`src/crop_pkg.sv`:
```
package crop_pkg;

	// One keyboard byte, either the whole scan code or flag plus key number
	typedef struct packed {
		logic       rel;                         // Set on key release
		logic [6:0] key;
	} key_fields_t;

	typedef union packed {
		logic [7:0]  code;                       // Raw scan code
		key_fields_t parts;
	} key_byte_t;

	localparam logic [1:0] KEY_TYPE_KBD = 2'd3;   // Type field of a keyboard byte

	// Key numbers, press codes have the release flag clear
	localparam logic [6:0] KEY_BACKSPACE = 7'h41;
	localparam logic [6:0] KEY_UP        = 7'h4C;
	localparam logic [6:0] KEY_DOWN      = 7'h4D;
	localparam logic [6:0] KEY_RIGHT     = 7'h4E;
	localparam logic [6:0] KEY_LEFT      = 7'h4F;
	localparam logic [6:0] KEY_ALT_L     = 7'h64;
	localparam logic [6:0] KEY_ALT_R     = 7'h65;

	// Crop step per key press
	localparam int H_STEP = 4;                    // Pixels
	localparam int V_STEP = 1;                    // Lines

	// Forced blank margins and soft blank lead
	localparam int H_FORCE_MARGIN = 8;            // Clocks from line edges
	localparam int SOFT_LEAD      = 2;            // Clocks ahead of hblank edges
	localparam int V_FORCE_TAIL   = 2;            // Lines after sync end

endpackage

```
`src/crop_keys.sv`:
```
module crop_keys
	import crop_pkg::*;
#(
	parameter int COUNT_W = 12
) (
	input  logic               clk_sys,
	input  logic               reset,
	input  key_byte_t          kbd_data,
	input  logic [1:0]         kbd_type,
	input  logic               kbd_level,
	output logic [COUNT_W-1:0] hbl_l,
	output logic [COUNT_W-1:0] hbl_r,
	output logic [COUNT_W-1:0] vbl_t,
	output logic [COUNT_W-1:0] vbl_b
);

	localparam logic [COUNT_W-1:0] H_INC = COUNT_W'(H_STEP);
	localparam logic [COUNT_W-1:0] V_INC = COUNT_W'(V_STEP);

	key_byte_t  data_q;
	logic [1:0] type_q;
	logic       level_q;
	logic       level_old;
	logic       alt;
	logic       key_evt;

	// A new byte is marked by a toggle of the level
	assign key_evt = (level_q ^ level_old) && (type_q == KEY_TYPE_KBD);

	always_ff @(posedge clk_sys or posedge reset) begin
		if (reset) begin
			data_q    <= '0;
			type_q    <= '0;
			level_q   <= 1'b0;
			level_old <= 1'b0;
		end else begin
			data_q    <= kbd_data;                 // Byte stays with its level
			type_q    <= kbd_type;
			level_q   <= kbd_level;
			level_old <= level_q;
		end
	end

	always_ff @(posedge clk_sys or posedge reset) begin
		if (reset) begin
			hbl_l <= '0;
			hbl_r <= '0;
			vbl_t <= '0;
			vbl_b <= '0;
			alt   <= 1'b0;
		end else if (key_evt) begin
			case (data_q.code)
				{1'b0, KEY_BACKSPACE}: begin
					hbl_l <= '0;
					hbl_r <= '0;
					vbl_t <= '0;
					vbl_b <= '0;
				end
				{1'b0, KEY_UP}: begin
					if (alt) vbl_b <= vbl_b + V_INC;   // Alt moves bottom edge
					else     vbl_t <= vbl_t + V_INC;
				end
				{1'b0, KEY_DOWN}: begin
					if (alt) vbl_b <= vbl_b - V_INC;
					else     vbl_t <= vbl_t - V_INC;
				end
				{1'b0, KEY_LEFT}: begin
					if (alt) hbl_r <= hbl_r + H_INC;   // Alt moves right edge
					else     hbl_l <= hbl_l + H_INC;
				end
				{1'b0, KEY_RIGHT}: begin
					if (alt) hbl_r <= hbl_r - H_INC;
					else     hbl_l <= hbl_l - H_INC;
				end
				default: ;
			endcase
			// Either alt key, held until its release code
			if (data_q.parts.key == KEY_ALT_L || data_q.parts.key == KEY_ALT_R)
				alt <= ~data_q.parts.rel;
		end
	end

endmodule

```
`src/hblank_window.sv`:
```
module hblank_window
	import crop_pkg::*;
#(
	parameter int COUNT_W = 12
) (
	input  logic               clk_sys,
	input  logic               reset,
	input  logic               hs,           // Active low
	input  logic               hblank,
	input  logic [COUNT_W-1:0] hbl_l,
	input  logic [COUNT_W-1:0] hbl_r,
	input  logic               line_one,
	output logic               h_blank,
	output logic [COUNT_W-1:0] hsize,
	output logic               line_start
);

	localparam logic [COUNT_W-1:0] LEAD   = COUNT_W'(SOFT_LEAD);
	localparam logic [COUNT_W-1:0] MARGIN = COUNT_W'(H_FORCE_MARGIN);

	logic               hs_d;
	logic               hblank_d;
	logic [COUNT_W-1:0] hcnt;
	logic [COUNT_W-1:0] hend;
	logic [COUNT_W-1:0] hsta;
	logic [COUNT_W-1:0] hmax;
	logic               shbl;
	logic               fhbl;
	logic               hblank_fall;
	logic               hblank_rise;
	logic [COUNT_W-1:0] soft_clr_at;
	logic [COUNT_W-1:0] soft_set_at;
	logic [COUNT_W-1:0] force_set_at;

	assign hblank_fall = hblank_d & ~hblank;
	assign hblank_rise = ~hblank_d & hblank;
	assign line_start  = hs_d & ~hs;

	// Window edges wrap within the counter width
	assign soft_clr_at  = hend + hbl_l - LEAD;
	assign soft_set_at  = hsta + hbl_r - LEAD;
	assign force_set_at = hmax - MARGIN;

	assign h_blank = shbl | fhbl | ~hs;

	always_ff @(posedge clk_sys or posedge reset) begin
		if (reset) begin
			hs_d     <= 1'b1;
			hblank_d <= 1'b0;
			hcnt     <= '0;
			hend     <= '0;
			hsta     <= '0;
			hmax     <= '0;
			hsize    <= '0;
		end else begin
			hs_d     <= hs;
			hblank_d <= hblank;

			if (!hs) hcnt <= '0;                   // Count restarts in sync
			else     hcnt <= hcnt + 1'b1;

			if (hblank_fall) hend <= hcnt;
			if (hblank_rise) hsta <= hcnt;
			if (line_start)  hmax <= hcnt;         // Full line length

			if (hblank_rise && line_one) hsize <= hcnt - hend;
		end
	end

	// Soft blank follows the crop offsets, forced blank trims the line ends
	always_ff @(posedge clk_sys or posedge reset) begin
		if (reset) begin
			shbl <= 1'b1;
			fhbl <= 1'b1;
		end else begin
			if (hcnt == soft_clr_at) shbl <= 1'b0;
			if (hcnt == soft_set_at) shbl <= 1'b1;

			if (hcnt == MARGIN)       fhbl <= 1'b0;
			if (hcnt == force_set_at) fhbl <= 1'b1;
		end
	end

endmodule

```
`src/screen_combine.sv`:
```
module screen_combine #(
	parameter int COUNT_W = 12
) (
	input  logic               clk_sys,
	input  logic               reset,
	input  logic               h_blank,
	input  logic               v_blank,
	input  logic               frame_end,
	input  logic [COUNT_W-1:0] hsize,
	input  logic [COUNT_W-1:0] vsize,
	input  logic [COUNT_W-1:0] hbl_l,
	input  logic [COUNT_W-1:0] hbl_r,
	input  logic [COUNT_W-1:0] vbl_t,
	input  logic [COUNT_W-1:0] vbl_b,
	output logic               de,
	output logic [COUNT_W-1:0] scr_hbl_l,
	output logic [COUNT_W-1:0] scr_hbl_r,
	output logic [COUNT_W-1:0] scr_vbl_t,
	output logic [COUNT_W-1:0] scr_vbl_b,
	output logic [COUNT_W-1:0] scr_hsize,
	output logic [COUNT_W-1:0] scr_vsize,
	output logic [6:0]         scr_flg
);

	logic size_changed;

	// Compared against the previous snapshot
	assign size_changed = (scr_hsize != hsize) || (scr_vsize != vsize);

	always_ff @(posedge clk_sys or posedge reset) begin
		if (reset) begin
			de <= 1'b0;
		end else begin
			de <= ~(h_blank | v_blank);
		end
	end

	// Snapshot taken as active video starts
	always_ff @(posedge clk_sys or posedge reset) begin
		if (reset) begin
			scr_hbl_l <= '0;
			scr_hbl_r <= '0;
			scr_vbl_t <= '0;
			scr_vbl_b <= '0;
			scr_hsize <= '0;
			scr_vsize <= '0;
			scr_flg   <= '0;
		end else if (frame_end) begin
			scr_hbl_l <= hbl_l;
			scr_hbl_r <= hbl_r;
			scr_vbl_t <= vbl_t;
			scr_vbl_b <= vbl_b;
			scr_hsize <= hsize;
			scr_vsize <= vsize;

			if (size_changed) scr_flg <= scr_flg + 1'b1;   // Mode change count
		end
	end

endmodule

```
`src/vblank_window.sv`:
```
module vblank_window
	import crop_pkg::*;
#(
	parameter int COUNT_W = 12
) (
	input  logic               clk_sys,
	input  logic               reset,
	input  logic               hs,           // Active low
	input  logic               vblank,
	input  logic               line_start,
	input  logic               h_blank,
	input  logic [COUNT_W-1:0] vbl_t,
	input  logic [COUNT_W-1:0] vbl_b,
	output logic               v_blank,
	output logic [COUNT_W-1:0] vsize,
	output logic               frame_end,
	output logic               line_one
);

	localparam logic [COUNT_W-1:0] TAIL = COUNT_W'(V_FORCE_TAIL);

	logic               hs_d;
	logic               vblank_d;
	logic               h_blank_d;
	logic [COUNT_W-1:0] vcnt;
	logic [COUNT_W-1:0] vend;
	logic [COUNT_W-1:0] vmax;
	logic [COUNT_W-1:0] vs_end;
	logic               svbl;
	logic               fvbl;
	logic               vblank_rise;
	logic               decide;
	logic [COUNT_W-1:0] soft_clr_at;
	logic [COUNT_W-1:0] soft_set_at;
	logic [COUNT_W-1:0] force_set_at;
	logic [COUNT_W-1:0] force_clr_at;

	assign vblank_rise = ~vblank_d & vblank;
	assign frame_end   = vblank_d & ~vblank;
	assign line_one    = (vcnt == COUNT_W'(1));

	// Decide once per line at the end of horizontal blank
	assign decide = (h_blank_d & ~h_blank) | (vcnt == '0);

	assign soft_clr_at  = vend + vbl_t;
	// Top bit set counts the bottom edge back from the frame end
	assign soft_set_at  = vbl_b[COUNT_W-1] ? vmax + vbl_b : vbl_b;
	assign force_set_at = vmax - 1'b1;
	assign force_clr_at = vs_end + TAIL;

	assign v_blank = svbl | fvbl;

	always_ff @(posedge clk_sys or posedge reset) begin
		if (reset) begin
			hs_d      <= 1'b1;
			vblank_d  <= 1'b0;
			h_blank_d <= 1'b1;
			vcnt      <= '0;
			vend      <= '0;
			vmax      <= '0;
			vs_end    <= '0;
			vsize     <= '0;
		end else begin
			hs_d      <= hs;
			vblank_d  <= vblank;
			h_blank_d <= h_blank;

			if (line_start)  vcnt <= vcnt + 1'b1;
			if (vblank_rise) vcnt <= '0;           // New frame wins

			if (frame_end)   vend <= vcnt;
			if (~hs_d & hs)  vs_end <= vcnt;       // End of sync pulse
			if (vblank_rise) begin
				vmax  <= vcnt;
				vsize <= vcnt - vend;
			end
		end
	end

	always_ff @(posedge clk_sys or posedge reset) begin
		if (reset) begin
			svbl <= 1'b1;
			fvbl <= 1'b1;
		end else if (decide) begin
			if (vcnt == soft_clr_at) svbl <= 1'b0;
			if (vcnt == soft_set_at) svbl <= 1'b1;

			if (vcnt == force_set_at) fvbl <= 1'b1;
			if (vcnt == force_clr_at) fvbl <= 1'b0;
		end
	end

endmodule

```
`src/video_crop_top.sv`:
```
module video_crop_top
	import crop_pkg::*;
#(
	parameter int COUNT_W = 12
) (
	input  logic               clk_sys,
	input  logic               reset,
	input  logic               hs,
	input  logic               hblank,
	input  logic               vblank,
	input  key_byte_t          kbd_data,
	input  logic [1:0]         kbd_type,
	input  logic               kbd_level,
	output logic               de,
	output logic [COUNT_W-1:0] scr_hbl_l,
	output logic [COUNT_W-1:0] scr_hbl_r,
	output logic [COUNT_W-1:0] scr_vbl_t,
	output logic [COUNT_W-1:0] scr_vbl_b,
	output logic [COUNT_W-1:0] scr_hsize,
	output logic [COUNT_W-1:0] scr_vsize,
	output logic [6:0]         scr_flg
);

	logic [COUNT_W-1:0] hbl_l;
	logic [COUNT_W-1:0] hbl_r;
	logic [COUNT_W-1:0] vbl_t;
	logic [COUNT_W-1:0] vbl_b;
	logic               h_blank;
	logic               v_blank;
	logic [COUNT_W-1:0] hsize;
	logic [COUNT_W-1:0] vsize;
	logic               line_start;
	logic               line_one;
	logic               frame_end;

	crop_keys #(.COUNT_W(COUNT_W)) crop_keys_inst (
		.clk_sys   (clk_sys),
		.reset     (reset),
		.kbd_data  (kbd_data),
		.kbd_type  (kbd_type),
		.kbd_level (kbd_level),
		.hbl_l     (hbl_l),
		.hbl_r     (hbl_r),
		.vbl_t     (vbl_t),
		.vbl_b     (vbl_b)
	);

	hblank_window #(.COUNT_W(COUNT_W)) hblank_window_inst (
		.clk_sys    (clk_sys),
		.reset      (reset),
		.hs         (hs),
		.hblank     (hblank),
		.hbl_l      (hbl_l),
		.hbl_r      (hbl_r),
		.line_one   (line_one),
		.h_blank    (h_blank),
		.hsize      (hsize),
		.line_start (line_start)
	);

	vblank_window #(.COUNT_W(COUNT_W)) vblank_window_inst (
		.clk_sys    (clk_sys),
		.reset      (reset),
		.hs         (hs),
		.vblank     (vblank),
		.line_start (line_start),
		.h_blank    (h_blank),
		.vbl_t      (vbl_t),
		.vbl_b      (vbl_b),
		.v_blank    (v_blank),
		.vsize      (vsize),
		.frame_end  (frame_end),
		.line_one   (line_one)
	);

	screen_combine #(.COUNT_W(COUNT_W)) screen_combine_inst (
		.clk_sys   (clk_sys),
		.reset     (reset),
		.h_blank   (h_blank),
		.v_blank   (v_blank),
		.frame_end (frame_end),
		.hsize     (hsize),
		.vsize     (vsize),
		.hbl_l     (hbl_l),
		.hbl_r     (hbl_r),
		.vbl_t     (vbl_t),
		.vbl_b     (vbl_b),
		.de        (de),
		.scr_hbl_l (scr_hbl_l),
		.scr_hbl_r (scr_hbl_r),
		.scr_vbl_t (scr_vbl_t),
		.scr_vbl_b (scr_vbl_b),
		.scr_hsize (scr_hsize),
		.scr_vsize (scr_vsize),
		.scr_flg   (scr_flg)
	);

endmodule

```
`config.mk`:
```
export PLATFORM = sky130hd
export DESIGN_NAME = video_crop_top
export DESIGN_NICKNAME = d
export VERILOG_FILES = /design/src/crop_pkg.sv /design/src/crop_keys.sv /design/src/hblank_window.sv /design/src/screen_combine.sv /design/src/vblank_window.sv /design/src/video_crop_top.sv
export SDC_FILE = /design/constraint.sdc
export NUM_CORES = 1
export LEC_CHECK = 0
export ABC_AREA = 1
export ABC_CLOCK_PERIOD_IN_PS = 3010
export BUFFER_PORTS_ARGS = -buffer_cell sky130_fd_sc_hd__buf_2
export CORE_AREA = 4 4 291 236
export CTS_CLUSTER_DIAMETER = 40
export DETAILED_ROUTE_END_ITERATION = 6
export DIE_AREA = 0 0 295 240
export GPL_ROUTABILITY_DRIVEN = 0
export GPL_TIMING_DRIVEN = 0
export PLACE_DENSITY = 0.57
export SLEW_MARGIN = 20
export SYNTH_ARGS = -nofsm -noshare
export SYNTH_HDL_FRONTEND = slang
export SYNTH_HIERARCHICAL = 1
export SYNTH_SLANG_ARGS = --single-unit
```
`constraint.sdc`:
```
create_clock -name clk_sys -period 3.01 [get_ports clk_sys]
set_input_delay 0.602 -clock clk_sys [delete_from_list [all_inputs] [get_ports clk_sys]]
set_output_delay 0.602 -clock clk_sys [all_outputs]
set_load 0.01 [all_outputs]
```
Word level (Yosys, flattened, before mapping)
Index checks and enable logic that the tools add are counted.
- add/sub/neg operators: 22
- equality and inequality tests: 27
- mux-type cells: 24
- bitwise gates (word level): 22
- reductions and logical operators: 20
- operators with widths (kind ; number):
    12-bit 2-to-1 mux ; 12
    12-bit one-hot mux with 3 select lines ; 4
    12-bit equality test ; 7
    12-bit by 1-bit adder with 12-bit output (second input constant) ; 4
    12-bit adder ; 4
    8-bit by 7-bit equality test with 1-bit output (second input constant) ; 5
    12-bit by 1-bit subtractor with 12-bit output (second input constant) ; 3
    12-bit by 3-bit adder with 12-bit output (second input constant) ; 2
    12-bit != test ; 2
    12-bit subtractor ; 2
    12-bit by 2-bit subtractor with 12-bit output (second input constant) ; 2
    12-bit by 3-bit subtractor with 12-bit output (second input constant) ; 2
    4-bit AND reduction ; 4
    7-bit equality test (second input constant) ; 2
    12-bit by 2-bit adder with 12-bit output (second input constant) ; 1
    12-bit by 1-bit equality test with 1-bit output (second input constant) ; 1
    12-bit by 4-bit equality test with 1-bit output (second input constant) ; 1
    12-bit logical NOT ; 1
    12-bit by 4-bit subtractor with 12-bit output (second input constant) ; 1
    2-bit nonzero test ; 5
    1-bit inverter ; 9
    1-bit 2-to-1 mux ; 8
    2-bit by 1-bit != test with 1-bit output (second input constant) ; 4
    2-bit != test (second input constant) ; 4
    other kinds (9) ; 25
- flip-flop bits (word level): 269
- bits of input ports: 16
- output and inout port bits: 80
- logic and storage cells: 150

Longest topological paths before layout
- word-level depth: 6
- depth in mapped cells: 19
- depth with buffers taken out: 18

Modules after synthesis
Netlist, hierarchy kept.
- by module, submodules not included (module ; times used ; cells an instance ; area an instance (um2) ; seq. area each (um2)):
    vblank_window ; 1 ; 840 ; 5690.5 ; 1631.6
    hblank_window ; 1 ; 787 ; 5449.0 ; 1605.3
    crop_keys ; 1 ; 565 ; 4135.2 ; 1426.4
    screen_combine ; 1 ; 358 ; 3575.9 ; 2001.9

Worst setup path after synthesis
No wires, ideal clock.
- path type: register to register
- start: register crop_keys_inst/data_q[5] (netlist bit)
- end: register crop_keys_inst.vbl_t[8]
- library setup time: 123 ps
- arrival: 3088 ps
- data required time: 2887 ps
- path slack: -201 ps
- cell stages (with the launch flop): 14
- buffers on the path: 0
- period minus slack after synthesis: 3211 ps
- cells stage by stage: dfrtp_1 -> inv_1 -> nand2_2 -> nor2_4 -> nand4_2 -> nor2_1 -> ha_1 -> a21oi_1 -> nand2_1 -> nand3_1 -> nand2_1 -> a31o_2 -> o21ai_0 -> nand2_1
- cells in the longest elaborated chain, start to end: 3
- elaborated cells between the ends (all ways): 8
- those cells by class: eq/ne: 5; mux: 1; reduce/logical: 2
- RTL lines (element ; RTL line ; text):
    from (decl) ; crop_keys.sv:20 ; key_byte_t data_q;
    from (signal assigned) ; crop_keys.sv:37 ; data_q <= kbd_data;
    8-bit by 7-bit equality test with 1-bit output ; crop_keys.sv:52 ; case (data_q.code)
    2-bit != test (no source line) / 3-bit nonzero test (equally long branches) ; - ;
    4-bit AND reduction (no source line) ; - ;
    to (signal assigned) ; crop_keys.sv:61 ; else vbl_t <= vbl_t + V_INC;
    to (signal assigned) ; crop_keys.sv:65 ; else vbl_t <= vbl_t - V_INC;
    to (decl) ; crop_keys.sv:13 ; output logic [COUNT_W-1:0] vbl_t,
Parallel ways exist; a longest one is shown, timed or not.
A chain may end at the register's enable or synchronous reset.

Worst setup path after layout
- start: register crop_keys_inst/data_q[4] (netlist bit)
- end: register crop_keys_inst.vbl_t[11]
Same word-level chain as after synthesis.

==> results_dict.tcl <==
set metrics [dict create \
    outcome "complete, no violations" \
    crit_arrival_ps 3220 \
    start_util_pct 28.79 \
    async_reset_ff_share_pct 100.0 \
    postSynth.topFlopCell "dfrtp_1" \
    critical_path_class "reg -> reg" \
    cp-start-kind "register" \
    synth_top_area_share_pct 34.38 \
    synth_edf_count 0 \
    seq_power_share_pct 33.9 \
    max_slew_margin_pct 54.31 \
    ys_types 63 \
    p_clk_share_pct 49.3 \
    clock_sinks 266 \
    tightestPinTransition_ps 685.4 \
    vdd_ir_drop_max_v 0.0003847 \
    seq_area_sq_um 6665 \
    multi_input_area_sq_um 10350 \
    wl_per_cell_um 15.34 \
    setup_viol_count_final 0 \
    synth_area_per_cell_sq_um 7.392 \
    place_area_sq_um 20530 \
    cellPowerDensity_nw_per_um2 562.3 \
    timing.fmax_mhz 365.1 \
    cts_htree_levels 2 \
    synthTopCellsByCount "755 x nand2_1, 355 x inv_1, 259 x dfrtp_1" \
    slew_violations 0 \
    die_x_um 295 \
    io_pins 96 \
    syn_to_final_growth_pct 19.37 \
    synth_most_common_cell "nand2_1" \
    dp_cells 3512 \
    dr_total_vias 16636 \
    skew_ps 34.17 \
    cts_hold_buf 0 \
    finalPower_w 0.01265 \
    drc 0 \
    insertion_delay_ps 600 \
    grt_start_max_net_pins 53 \
    clock_path_buffers 3 \
    p_leak_nw 11.81 \
    drive_above_1_share_pct 13.85 \
    synth_fa_ha_area_share_pct 8.815 \
    stdcell_area_sq_um 22500 \
    core_area_sq_um 65480 \
    n_antenna_cell 0 \
    stdcell_count 3618 \
    combPwrFrac_pct 16.8 \
    track_usage_pct 15.76 \
    synth_mux_area_share_pct 3.040 \
    cts_tree "yes" \
    grt_pass1_vias 15722 \
    die_h_um 240 \
    die-area_sq_um 70800 \
    yosys_warnings 6 \
    ys_seq_elements 266 \
    cts.clk_slew.worst_paths_ps 50 \
    fin_crit_ps 2739 \
    finalHoldViolCount 0 \
    synth-seq-area-share_pct 35.36 \
    totalWireLength_um 55520 \
    rsz0062_at_grt "false" \
    switching_share_pct 30.72 \
    worst_setup_path_end_kind "register" \
    maxCapViolCount 0 \
    p_sw_w 0.003887 \
    grt_pass1_wl_um 88710 \
    drt_first_pass_iters 5 \
    avgViaCountPerCell 4.598 \
    synth-simple-area-share_pct 28.31 \
    cp_data_required_time_ps 3490 \
    synth_top_family_by_area "simple AND/OR/NAND/NOR gates" \
    antenna_found_initial 1 \
    drt_iter0_drc 1200 \
    root_buffer "clkbuf_16" \
    synth-compound-area-share_pct 9.797 \
    period_share_pct 90.99 \
    synth_xor_area_share_pct 4.679 \
    intPower_w 0.008767 \
    fillers 6839 \
    fin_util_pct 34.37 \
    layout.nets 2859 \
    grt_overflow_total 0 \
    crit_path_max_fanout 11 \
    rows 84 \
    cts_buffers 53 \
    synthCells 2550 \
    yosys.area.top_type "dfrtp_1" \
    ant_nets 0 \
    dp_hpwl_um 41780 \
    portBuffers 95 \
    ys_top_cells_by_area "dfrtp_1 34%, nand2_1 15%, ha_1 8.0%" \
    syn_area_sq_um 18850 \
    min-delay-path-class "in -> async" \
]
==> worst max-delay path, cell delays in order, from the launching register on <==
cell	delay (ps)
dfrtp_1	370
inv_1	70
nand2_1	80
nor2_4	210
nand4_4	260
nor2_4	200
buf_12	150
ha_1	290
a21oi_1	220
nand2_1	130
nand2_1	120
nand2_1	80
nand4_1	90
o211ai_1	110
nor2_1	100
nor2_1	50
nand2_1	50
nand2_1	50
==> power groups by stage <==
stage | Combinational (W) | Clock, W | Sequential (W)
3_3_place_gp | 0.00210 | 0 | 0.00435
3_5_place_dp | 0.00213 | 0 | 0.00436
6_report | 0.00212 | 0.00624 | 0.00430
5_1_grt | 0.00244 | 0.00656 | 0.00436
2_1_floorplan | 0.00145 | 0 | 0.00432
4_1_cts | 0.00215 | 0.00636 | 0.00430
==> final cells by class <==
| class | instances | share of cell area, % |
|---|---|---|
| Multi-Input combinational cell | 1839 | 45.99 |
| Sequential cell | 266 | 29.62 |
| Inverter | 386 | 6.522 |
| Clock buffer | 58 | 6.066 |
| Tap cell | 860 | 4.782 |
| Timing Repair Buffer | 106 | 2.825 |
| Clock inverter | 40 | 2.302 |
| Buffer | 63 | 1.896 |
==> timing repair <==
item / in CTS / in global routing
endpoints found under the setup margin: 15 / 14
pin swaps: 1 / 1
cloned: 1 / 0
hold endpoints to repair: 0 / 0
resized for setup: 1 / 2
setup buffers: 2 / 5
==> through the flow <==
| stage | hold WS, ps | TNS (ps) | setup WS [ps] |
|---|---|---|---|
| after floorplan | 375.6 | 0 | 179.6 |
| after global placement | 398.5 | -171110 | -1450 |
| after detailed placement | 395.7 | -1664 | -277.9 |
| after CTS | 11.58 | 0 | 79.87 |
| after global routing | 30.79 | 0 | 3.580 |
| final | 44.99 | 0 | 271.1 |
==> metal layers <==
layer  global-route usage [%]  routed length (um)  share of wire (%)
met5                        0                   0                  0
met4                    3.054                 842                1.5
met3                    3.408                3059                5.5
met2                    23.81               23420                 42
met1                    23.22               28190                 51
==> cells in the final DEF, fill, tap and decap left out, types with 14 or more instances in the layout <==
master and count:
nand2_1 755, inv_1 351, dfrtp_1 259, nand3_1 178
nor2_1 162, o21ai_0 130, ha_1 120, buf_2 109
a21oi_1 87, xor2_1 67, clkbuf_16 53, o21ai_1 39
mux2_1 30, nand4_1 29, inv_2 27, xnor2_1 26
clkbuf_1 24, mux2_2 20, nand2_2 18, buf_4 17
nor3_1 15, nor2_4 14
==> logic make-up after synthesis <==
kind of cell,after synthesis
buf+inv,449
xor+xnor,96
simple gates,1230
mux,51
fa+ha+maj,128
compound gates,329
flops,266
other cells,1
==> worst paths after layout <==
kind / slack, ps / startpoint / cells after the start / to
setup / recovery: 270 / crop_keys_inst/data_q[4] / 17 / crop_keys_inst/vbl_t[11]
hold / removal: 40 / reset / 2 / hblank_window_inst/hsize[9]
min in group clk_sys: 120 / kbd_data[0] / 1 / crop_keys_inst/data_q[0]
max in group asynchronous: 2300 / reset / 3 / screen_combine_inst/scr_vbl_b[2]
setup reg to reg: 270 / crop_keys_inst/data_q[4] / 17 / crop_keys_inst/vbl_t[11]
hold reg to reg: 410 / crop_keys_inst/level_q / 0 / crop_keys_inst/level_old
No activity file was read; power rests on OpenSTA's default activity.
